[src/design/axis2m_pkg.sv]
package axis2m_pkg;

  // command opcodes on the slave stream
  localparam logic [7:0] op_get_version = 8'h83;
  localparam logic [7:0] op_write_cfg1  = 8'h84;
  localparam logic [7:0] op_write_cfg2  = 8'h85;

  // reply constants
  localparam logic [7:0] reply_write_ack  = 8'h84;
  localparam logic [7:0] version_len_byte = 8'd5;

  // identification and capability flags
  localparam logic [31:0] ip_id    = 32'h4158_4d31;
  localparam logic        data_64  = 1'b0;
  localparam logic        addrs_64 = 1'b1;

  localparam int addr_bytes          = 8;
  localparam int version_reply_bytes = 7;

  // reply sequencer states
  localparam logic [1:0] rs_idle    = 2'd0;
  localparam logic [1:0] rs_version = 2'd1;
  localparam logic [1:0] rs_ack     = 2'd2;

  // first byte of a packet, low bit doubles as burst select
  typedef union packed {
    logic [7:0] raw;
    struct packed {
      logic [6:0] opcode_hi;
      logic       burst_sel;
    } fields;
  } cmd_byte_u;

  typedef enum logic [3:0] {
    idle    = 4'd0,
    decode  = 4'd1,
    version = 4'd2,
    drain   = 4'd3,
    wr_cmd  = 4'd4,
    wr_addr = 4'd5,
    wr_len  = 4'd6,
    wr_data = 4'd7,
    wr_resp = 4'd8
  } parse_state_e;

endpackage

[src/design/axis2m_bridge.sv]
`timescale 1ns/1ns

module axis2m_bridge (
  input  logic        axis_aclk,
  input  logic        axis_areset,
  input  logic [7:0]  s_tdata,
  input  logic        s_tvalid,
  input  logic        s_tlast,
  output logic        s_tready,
  output logic [7:0]  m_tdata,
  output logic        m_tvalid,
  output logic        m_tlast,
  input  logic        m_tready,
  input  logic        reset_status,
  input  logic        clock_status,
  output logic [1:0]  awburst,
  output logic [7:0]  awlen,
  output logic [63:0] waddr,
  output logic [7:0]  wdata,
  output logic        wdatav,
  output logic        wstart,
  input  logic        wresp
);

  logic burst_load;
  logic addr_shift;
  logic len_load;
  logic data_take;
  logic write_busy;
  logic version_req;
  logic write_done;

  cmd_parser cmd_parser_i (
    .axis_aclk   (axis_aclk),
    .axis_areset (axis_areset),
    .s_tdata     (s_tdata),
    .s_tvalid    (s_tvalid),
    .s_tlast     (s_tlast),
    .s_tready    (s_tready),
    .write_done  (write_done),
    .burst_load  (burst_load),
    .addr_shift  (addr_shift),
    .len_load    (len_load),
    .data_take   (data_take),
    .write_busy  (write_busy),
    .version_req (version_req)
  );

  write_capture write_capture_i (
    .axis_aclk   (axis_aclk),
    .axis_areset (axis_areset),
    .s_tdata     (s_tdata),
    .burst_load  (burst_load),
    .addr_shift  (addr_shift),
    .len_load    (len_load),
    .data_take   (data_take),
    .write_busy  (write_busy),
    .awburst     (awburst),
    .awlen       (awlen),
    .waddr       (waddr),
    .wdata       (wdata),
    .wdatav      (wdatav),
    .wstart      (wstart)
  );

  // reply path back to the host
  reply_gen reply_gen_i (
    .axis_aclk    (axis_aclk),
    .axis_areset  (axis_areset),
    .version_req  (version_req),
    .wresp        (wresp),
    .write_done   (write_done),
    .m_tdata      (m_tdata),
    .m_tvalid     (m_tvalid),
    .m_tlast      (m_tlast),
    .m_tready     (m_tready),
    .reset_status (reset_status),
    .clock_status (clock_status)
  );

endmodule

[src/design/cmd_parser.sv]
`timescale 1ns/1ns

module cmd_parser (
  input  logic       axis_aclk,
  input  logic       axis_areset,
  input  logic [7:0] s_tdata,
  input  logic       s_tvalid,
  input  logic       s_tlast,
  output logic       s_tready,
  input  logic       write_done,
  output logic       burst_load,
  output logic       addr_shift,
  output logic       len_load,
  output logic       data_take,
  output logic       write_busy,
  output logic       version_req
);

  import axis2m_pkg::*;

  parse_state_e state;
  cmd_byte_u    cmd;
  logic         xfer;
  logic         first_byte;
  logic [2:0]   addr_cnt;

  assign cmd.raw = s_tdata;
  assign xfer    = s_tvalid && s_tready;

  always_ff @(posedge axis_aclk) begin
    if (axis_areset) begin
      state    <= idle;
      s_tready <= 1'b0;
    end else begin
      case (state)
        idle: begin
          s_tready <= 1'b0;
          if (s_tvalid) begin
            state <= decode;
          end
        end
        // peek at the held first byte, ready opens next cycle
        decode: begin
          s_tready <= 1'b1;
          case (cmd.raw)
            op_get_version: state <= version;
            op_write_cfg1,
            op_write_cfg2:  state <= wr_cmd;
            default:        state <= drain;
          endcase
        end
        version,
        drain: begin
          if (xfer && s_tlast) begin
            s_tready <= 1'b0;
            state    <= idle;
          end
        end
        wr_cmd: begin
          s_tready <= 1'b1;
          if (xfer) begin
            state <= wr_addr;
          end
        end
        wr_addr: begin
          if (xfer && (addr_cnt == 3'(addr_bytes - 1))) begin
            state <= wr_len;
          end
        end
        wr_len: begin
          if (xfer) begin
            s_tready <= 1'b0;
            state    <= wr_data;
          end
        end
        wr_data: begin
          if (xfer && s_tlast) begin
            s_tready <= 1'b0;
            state    <= wr_resp;
          end else begin
            s_tready <= 1'b1;
          end
        end
        // hold off input until the engine answers
        wr_resp: begin
          s_tready <= 1'b0;
          if (write_done) begin
            state <= idle;
          end
        end
        default: begin
          s_tready <= 1'b0;
          state    <= idle;
        end
      endcase
    end
  end

  // address byte counter, wraps back to zero after the eighth byte
  always_ff @(posedge axis_aclk) begin
    if (axis_areset) begin
      addr_cnt <= 3'd0;
    end else if (state == decode) begin
      addr_cnt <= 3'd0;
    end else if (addr_shift) begin
      addr_cnt <= addr_cnt + 3'd1;
    end
  end

  // marks the opcode byte of a version packet
  always_ff @(posedge axis_aclk) begin
    if (axis_areset) begin
      first_byte  <= 1'b0;
      version_req <= 1'b0;
    end else begin
      version_req <= (state == version) && xfer && first_byte;
      if (state == decode) begin
        first_byte <= 1'b1;
      end else if (xfer) begin
        first_byte <= 1'b0;
      end
    end
  end

  assign burst_load = (state == wr_cmd) && xfer;
  assign addr_shift = (state == wr_addr) && xfer;
  assign len_load   = (state == wr_len) && xfer;
  assign data_take  = (state == wr_data) && xfer;
  assign write_busy = state inside {wr_cmd, wr_addr, wr_len, wr_data, wr_resp};

endmodule

[src/design/reply_gen.sv]
`timescale 1ns/1ns

module reply_gen (
  input  logic       axis_aclk,
  input  logic       axis_areset,
  input  logic       version_req,
  input  logic       wresp,
  output logic       write_done,
  output logic [7:0] m_tdata,
  output logic       m_tvalid,
  output logic       m_tlast,
  input  logic       m_tready,
  input  logic       reset_status,
  input  logic       clock_status
);

  import axis2m_pkg::*;

  logic [1:0]  rs_state;
  logic        wresp_d1;
  logic        ver_pend;
  logic        ack_pend;
  logic        start_ver;
  logic        start_ack;
  logic        out_xfer;
  logic        ver_valid;
  logic        ver_last;
  logic [2:0]  byte_cnt;
  logic [55:0] ver_shift;

  // wresp rising edge
  always_ff @(posedge axis_aclk) begin
    if (axis_areset) begin
      wresp_d1   <= 1'b0;
      write_done <= 1'b0;
    end else begin
      wresp_d1   <= wresp;
      write_done <= wresp && !wresp_d1;
    end
  end

  assign out_xfer  = m_tvalid && m_tready;
  assign start_ver = (rs_state == rs_idle) && (ver_pend || version_req);
  assign start_ack = (rs_state == rs_idle) && !start_ver && (ack_pend || write_done);

  // requests wait here while another reply is going out
  always_ff @(posedge axis_aclk) begin
    if (axis_areset) begin
      ver_pend <= 1'b0;
      ack_pend <= 1'b0;
    end else begin
      if (start_ver) begin
        ver_pend <= 1'b0;
      end else if (version_req) begin
        ver_pend <= 1'b1;
      end
      if (start_ack) begin
        ack_pend <= 1'b0;
      end else if (write_done) begin
        ack_pend <= 1'b1;
      end
    end
  end

  always_ff @(posedge axis_aclk) begin
    if (axis_areset) begin
      rs_state <= rs_idle;
    end else if (start_ver) begin
      rs_state <= rs_version;
    end else if (start_ack) begin
      rs_state <= rs_ack;
    end else if (out_xfer && m_tlast) begin
      rs_state <= rs_idle;
    end
  end

  // version reply shifter, reloaded every idle cycle
  always_ff @(posedge axis_aclk) begin
    if (rs_state == rs_idle) begin
      ver_shift <= {op_get_version, version_len_byte, ip_id,
                    4'b0000, reset_status, clock_status, data_64, addrs_64};
    end else if (out_xfer) begin
      ver_shift <= {ver_shift[47:0], 8'h00};
    end
  end

  always_ff @(posedge axis_aclk) begin
    if (axis_areset) begin
      byte_cnt  <= 3'd0;
      ver_valid <= 1'b0;
    end else if (rs_state != rs_version) begin
      byte_cnt  <= 3'd0;
      ver_valid <= 1'b0;
    end else if (out_xfer && ver_last) begin
      ver_valid <= 1'b0;
    end else begin
      ver_valid <= 1'b1;
      if (out_xfer) begin
        byte_cnt <= byte_cnt + 3'd1;
      end
    end
  end

  assign ver_last = ver_valid && (byte_cnt == 3'(version_reply_bytes - 1));

  always_comb begin
    case (rs_state)
      rs_version: begin
        m_tvalid = ver_valid;
        m_tdata  = ver_shift[55:48];
        m_tlast  = ver_last;
      end
      // single byte acknowledge
      rs_ack: begin
        m_tvalid = 1'b1;
        m_tdata  = reply_write_ack;
        m_tlast  = 1'b1;
      end
      default: begin
        m_tvalid = 1'b0;
        m_tdata  = 8'h00;
        m_tlast  = 1'b0;
      end
    endcase
  end

endmodule

[src/design/write_capture.sv]
`timescale 1ns/1ns

module write_capture (
  input  logic        axis_aclk,
  input  logic        axis_areset,
  input  logic [7:0]  s_tdata,
  input  logic        burst_load,
  input  logic        addr_shift,
  input  logic        len_load,
  input  logic        data_take,
  input  logic        write_busy,
  output logic [1:0]  awburst,
  output logic [7:0]  awlen,
  output logic [63:0] waddr,
  output logic [7:0]  wdata,
  output logic        wdatav,
  output logic        wstart
);

  import axis2m_pkg::*;

  cmd_byte_u cmd;
  logic      data_seen;

  assign cmd.raw = s_tdata;

  // write configuration registers
  always_ff @(posedge axis_aclk) begin
    if (burst_load) begin
      awburst <= {1'b0, cmd.fields.burst_sel};
    end
    if (len_load) begin
      awlen <= s_tdata;
    end
    // first byte received ends up in the low byte
    if (addr_shift) begin
      waddr <= {s_tdata, waddr[63:8]};
    end
    if (data_take) begin
      wdata <= s_tdata;
    end
  end

  always_ff @(posedge axis_aclk) begin
    if (axis_areset) begin
      wdatav <= 1'b0;
    end else begin
      wdatav <= data_take;
    end
  end

  // start the engine once the data bytes stop coming
  always_ff @(posedge axis_aclk) begin
    if (axis_areset) begin
      data_seen <= 1'b0;
      wstart    <= 1'b0;
    end else if (!write_busy) begin
      data_seen <= 1'b0;
      wstart    <= 1'b0;
    end else begin
      if (data_take) begin
        data_seen <= 1'b1;
      end
      if (data_seen && !data_take) begin
        wstart <= 1'b1;
      end
    end
  end

endmodule

[config.mk]
export PLATFORM = sky130hd
export DESIGN_NAME = axis2m_bridge
export DESIGN_NICKNAME = d
export VERILOG_FILES = /design/src/design/axis2m_pkg.sv /design/src/design/axis2m_bridge.sv /design/src/design/cmd_parser.sv /design/src/design/reply_gen.sv /design/src/design/write_capture.sv
export SDC_FILE = /design/constraint.sdc
export NUM_CORES = 1
export LEC_CHECK = 0
export ABC_AREA = 0
export BUFFER_PORTS_ARGS = -buffer_cell sky130_fd_sc_hd__buf_2
export CORE_ASPECT_RATIO = 1.2
export CORE_MARGIN = 10
export CORE_UTILIZATION = 50
export CTS_BUF_LIST = sky130_fd_sc_hd__clkbuf_2
export CTS_CLUSTER_SIZE = 28
export DETAILED_ROUTE_END_ITERATION = 7
export PLACE_DENSITY = 0.83
export REMOVE_ABC_BUFFERS = 1
export SLEW_MARGIN = 10
export SYNTH_ARGS = -nofsm -noshare
export SYNTH_HDL_FRONTEND = slang
export SYNTH_HIERARCHICAL = 1
export SYNTH_SLANG_ARGS = --single-unit
[constraint.sdc]
create_clock -name axis_aclk -period 8.1 [get_ports axis_aclk]
set_input_delay 1.62 -clock axis_aclk [delete_from_list [all_inputs] [get_ports axis_aclk]]
set_output_delay 1.62 -clock axis_aclk [all_outputs]
set_load 0.02 [all_outputs]
==> results.cfg <==
[placement]
dpl_cell_area_mm2 = 0.00555
gp_congestion = 0.808
port_buffers = 109
dp_slack_ps = 4550
hpwl_um = 7320

[worst_hold_path]
hold_start = reply_gen_i/wresp_d1
holdCritPathClass = register to register
whs_endpoint = reply_gen_i/write_done
hold_depth = 1

[layout]
area_delta_synth_final_pct = 17.6
fillers = 770
nNetsFinal = 505
drive_above_1_share_pct = 30.1
antennaDiodeCount = 0
fin_area_mm2 = 0.00582

[power]
peakVddDrop_mv = 0.135
p_clk_share_pct = 33.3
cellLeakagePower_nw = 2.13
p_int_mw = 0.945
p_comb_share_pct = 6.8
power.total_mw = 1.26
p_seq_share_pct = 59.8
switching_power_mw = 0.318
sw_frac_of_total_pct = 25.2
p_per_area_mw_per_mm2 = 217

[sta]
maxSlewViolCount = 0
hold_viol = 0
setup_ws_ps = 3840
max_freq_mhz = 234
finalSetupTns_ps = 0
post-route-period-util_pct = 52.7
worst_slew_pin_slew_ps = 1250
rsz0062_at_grt = no
period_minus_slack_ps = 4260
skew_ps = 32.2
relSlewSlack_pct = 16.0
finalSetupViolCount = 0

[setup_path]
crit_type = register to output port
worst-r2r-setup-slack_ps = 5730
worst-path-buf-inv = 2
reg2reg_from = reply_gen_i/rs_state[1]
crit_arrival_ps = 2640
end_kind = output port
rr_endpoint = reply_gen_i/rs_state[0]
startpoint = reply_gen_i/rs_state[1]
critical_path.top_delay_family = compound AO/OA/AOI/OAI gates
ff2ff_path_depth = 5
slowest_stage = a21o_1
crit_fanout = 30
startpoint_type = register
path_cells = inv_1 -> ha_1 -> a21o_1 -> and2_1 -> buf_2
cpPeakStageDelay_ps = 740
worstPathRequired_ps = 6480

[logic_synthesis]
synth_common_cells = 83 x edfxtp_1, 52 x dfxtp_1, 36 x nand3_1
yosys.area.top_type = edfxtp_1
synth_top_area_share_pct = 50.4
yosysSeqAreaShare_pct = 71.4
syn_avg_cell_area_um2 = 13.2
ys_ff_latch = 135
synthArstFlopShare_pct = 0
netlist_instances = 376
syn_area_mm2 = 0.00495
synth.most_common_cell = edfxtp_1
synth-edff-count = 83
yosysUniqueCellTypes = 52
yosys_warnings = 6
synth_flop_cell = edfxtp_1
ys_top_cells_by_area = edfxtp_1 50%, dfxtp_1 21%, nand3_1 3.6%

[die]
core_area_mm2 = 0.00961
die_h_um = 129
row_count = 39
die_width_um = 111
ios = 111
initial_core_util_pct = 51.5
die_area_mm2 = 0.0143

[grt]
antenna_found_initial = 0
grt_pass1_wl_um = 17000
grt-ovfl-total = 0
first_global_vias = 3352
grtUsageTotal_pct = 14.5
grt_max_degree = 68

[flow_run]
max-cap-violations = 0

[detailed_routing]
wl_per_cell_um = 17.3
avgViaCountPerCell = 5.58
routed_wl_um = 10700
drtIter0Drc = 226
drc = 0
drt_first_pass_iters = 5
routed-via-count = 3447
ant_nets = 0

[clock_network]
cts_resized = 0
cts_buffers = 17
cts_tree = yes
h-tree-depth = 4
clk_latency_ps = 630
clockBufferDepth = 2
path_clk_slew_ps = 200
cts_hold_buf = 0
cts_setup_buffers = 0
cts_root_buffer = clkbuf_2
clock_sinks = 135

[outcome]
outcome = completed
worst register-to-register path: stages, from the launching register on:
cell,delay (ps)
dfxtp_1,390
inv_1,80
ha_1,470
nand2_1,580
or3_1,530
a32o_1,250
power by group through the flow:
| stage | Combinational (mW) | Sequential (mW) | Clock (mW) |
|---|---|---|---|
| floorplan | 0.0600 | 0.766 | 0 |
| global placement | 0.0830 | 0.769 | 0 |
| detailed placement | 0.0853 | 0.770 | 0 |
| CTS | 0.0855 | 0.755 | 0.434 |
| global route | 0.0973 | 0.758 | 0.461 |
| finish | 0.0865 | 0.756 | 0.421 |
final cells by class:
type / count / area (µm²) / area share, %
multi-input combinational: 209 / 1270 / 21.9
clock inverter: 14 / 176 / 3.03
inverter: 8 / 30.0 / 0.516
sequential: 135 / 3530 / 60.7
tap: 123 / 154 / 2.65
clock buffer: 18 / 90.1 / 1.55
timing repair buffer: 111 / 561 / 9.63
flip-flops by register name, summed over array words and instances, names as in the netlist, 2 cells and up:
register and cells:
write_capture_i/waddr 64, reply_gen_i/ver_shift 31, cmd_parser_i/state 4, reply_gen_i/rs_state 2, write_capture_i/wdata 8, cmd_parser_i/addr_cnt 3, write_capture_i/awlen 8, reply_gen_i/byte_cnt 3
metal layers:
layer	global-route usage [%]	share of wire, %	vias up
li1	-	-	1610
met1	16.7	40	1656
met2	24.3	51	169
met3	5.63	7.7	12
met4	4.68	0.90	0
met5	0	0	-
worst max-delay path by stage:
stage | depth (start not counted) | to | slack, ps
5_1_grt | 5 | m_tvalid | 3540
4_1_cts | 5 | m_tvalid | 3800
3_5_place_dp | 5 | m_tvalid | 4550
3_3_place_gp | 5 | m_tvalid | 4630
6_report | 5 | m_tvalid | 3840
2_1_floorplan | 4 | cmd_parser_i/addr_cnt[1] | 3160
cell families after synthesis:
group	synth area share, %
adder cells (fa/ha/maj)	1.77
AO/OA/AOI/OAI	9.46
AND/OR/NAND/NOR	12.7
buffers and inverters	2.98
flip-flops	71.4
XOR/XNOR	0.354
other	0.0758
multiplexers	1.24
layout by cell type, fill, tap and decap left out, drive strengths merged, types with 9 or more instances in the layout:
cell / instances
buf: 111
edfxtp: 83
dfxtp: 52
nand3: 36
o21ai: 32
a21oi: 27
clkbuf: 18
nor2: 15
inv: 11
nand2: 10
nand2b: 9
nor3: 9
per-stage QoR:
stage / instances / utilization (%) / hold slack (ps)
6_report: 618 / 60.5 / 395
5_1_grt: 618 / 60.5 / 409
4_1_cts: 618 / 60.5 / 395
3_5_place_dp: 586 / 57.8 / 373
3_3_place_gp: 586 / 57.8 / 373
2_1_floorplan: 352 / - / 367
No activity file was read; power rests on OpenSTA's default activity.
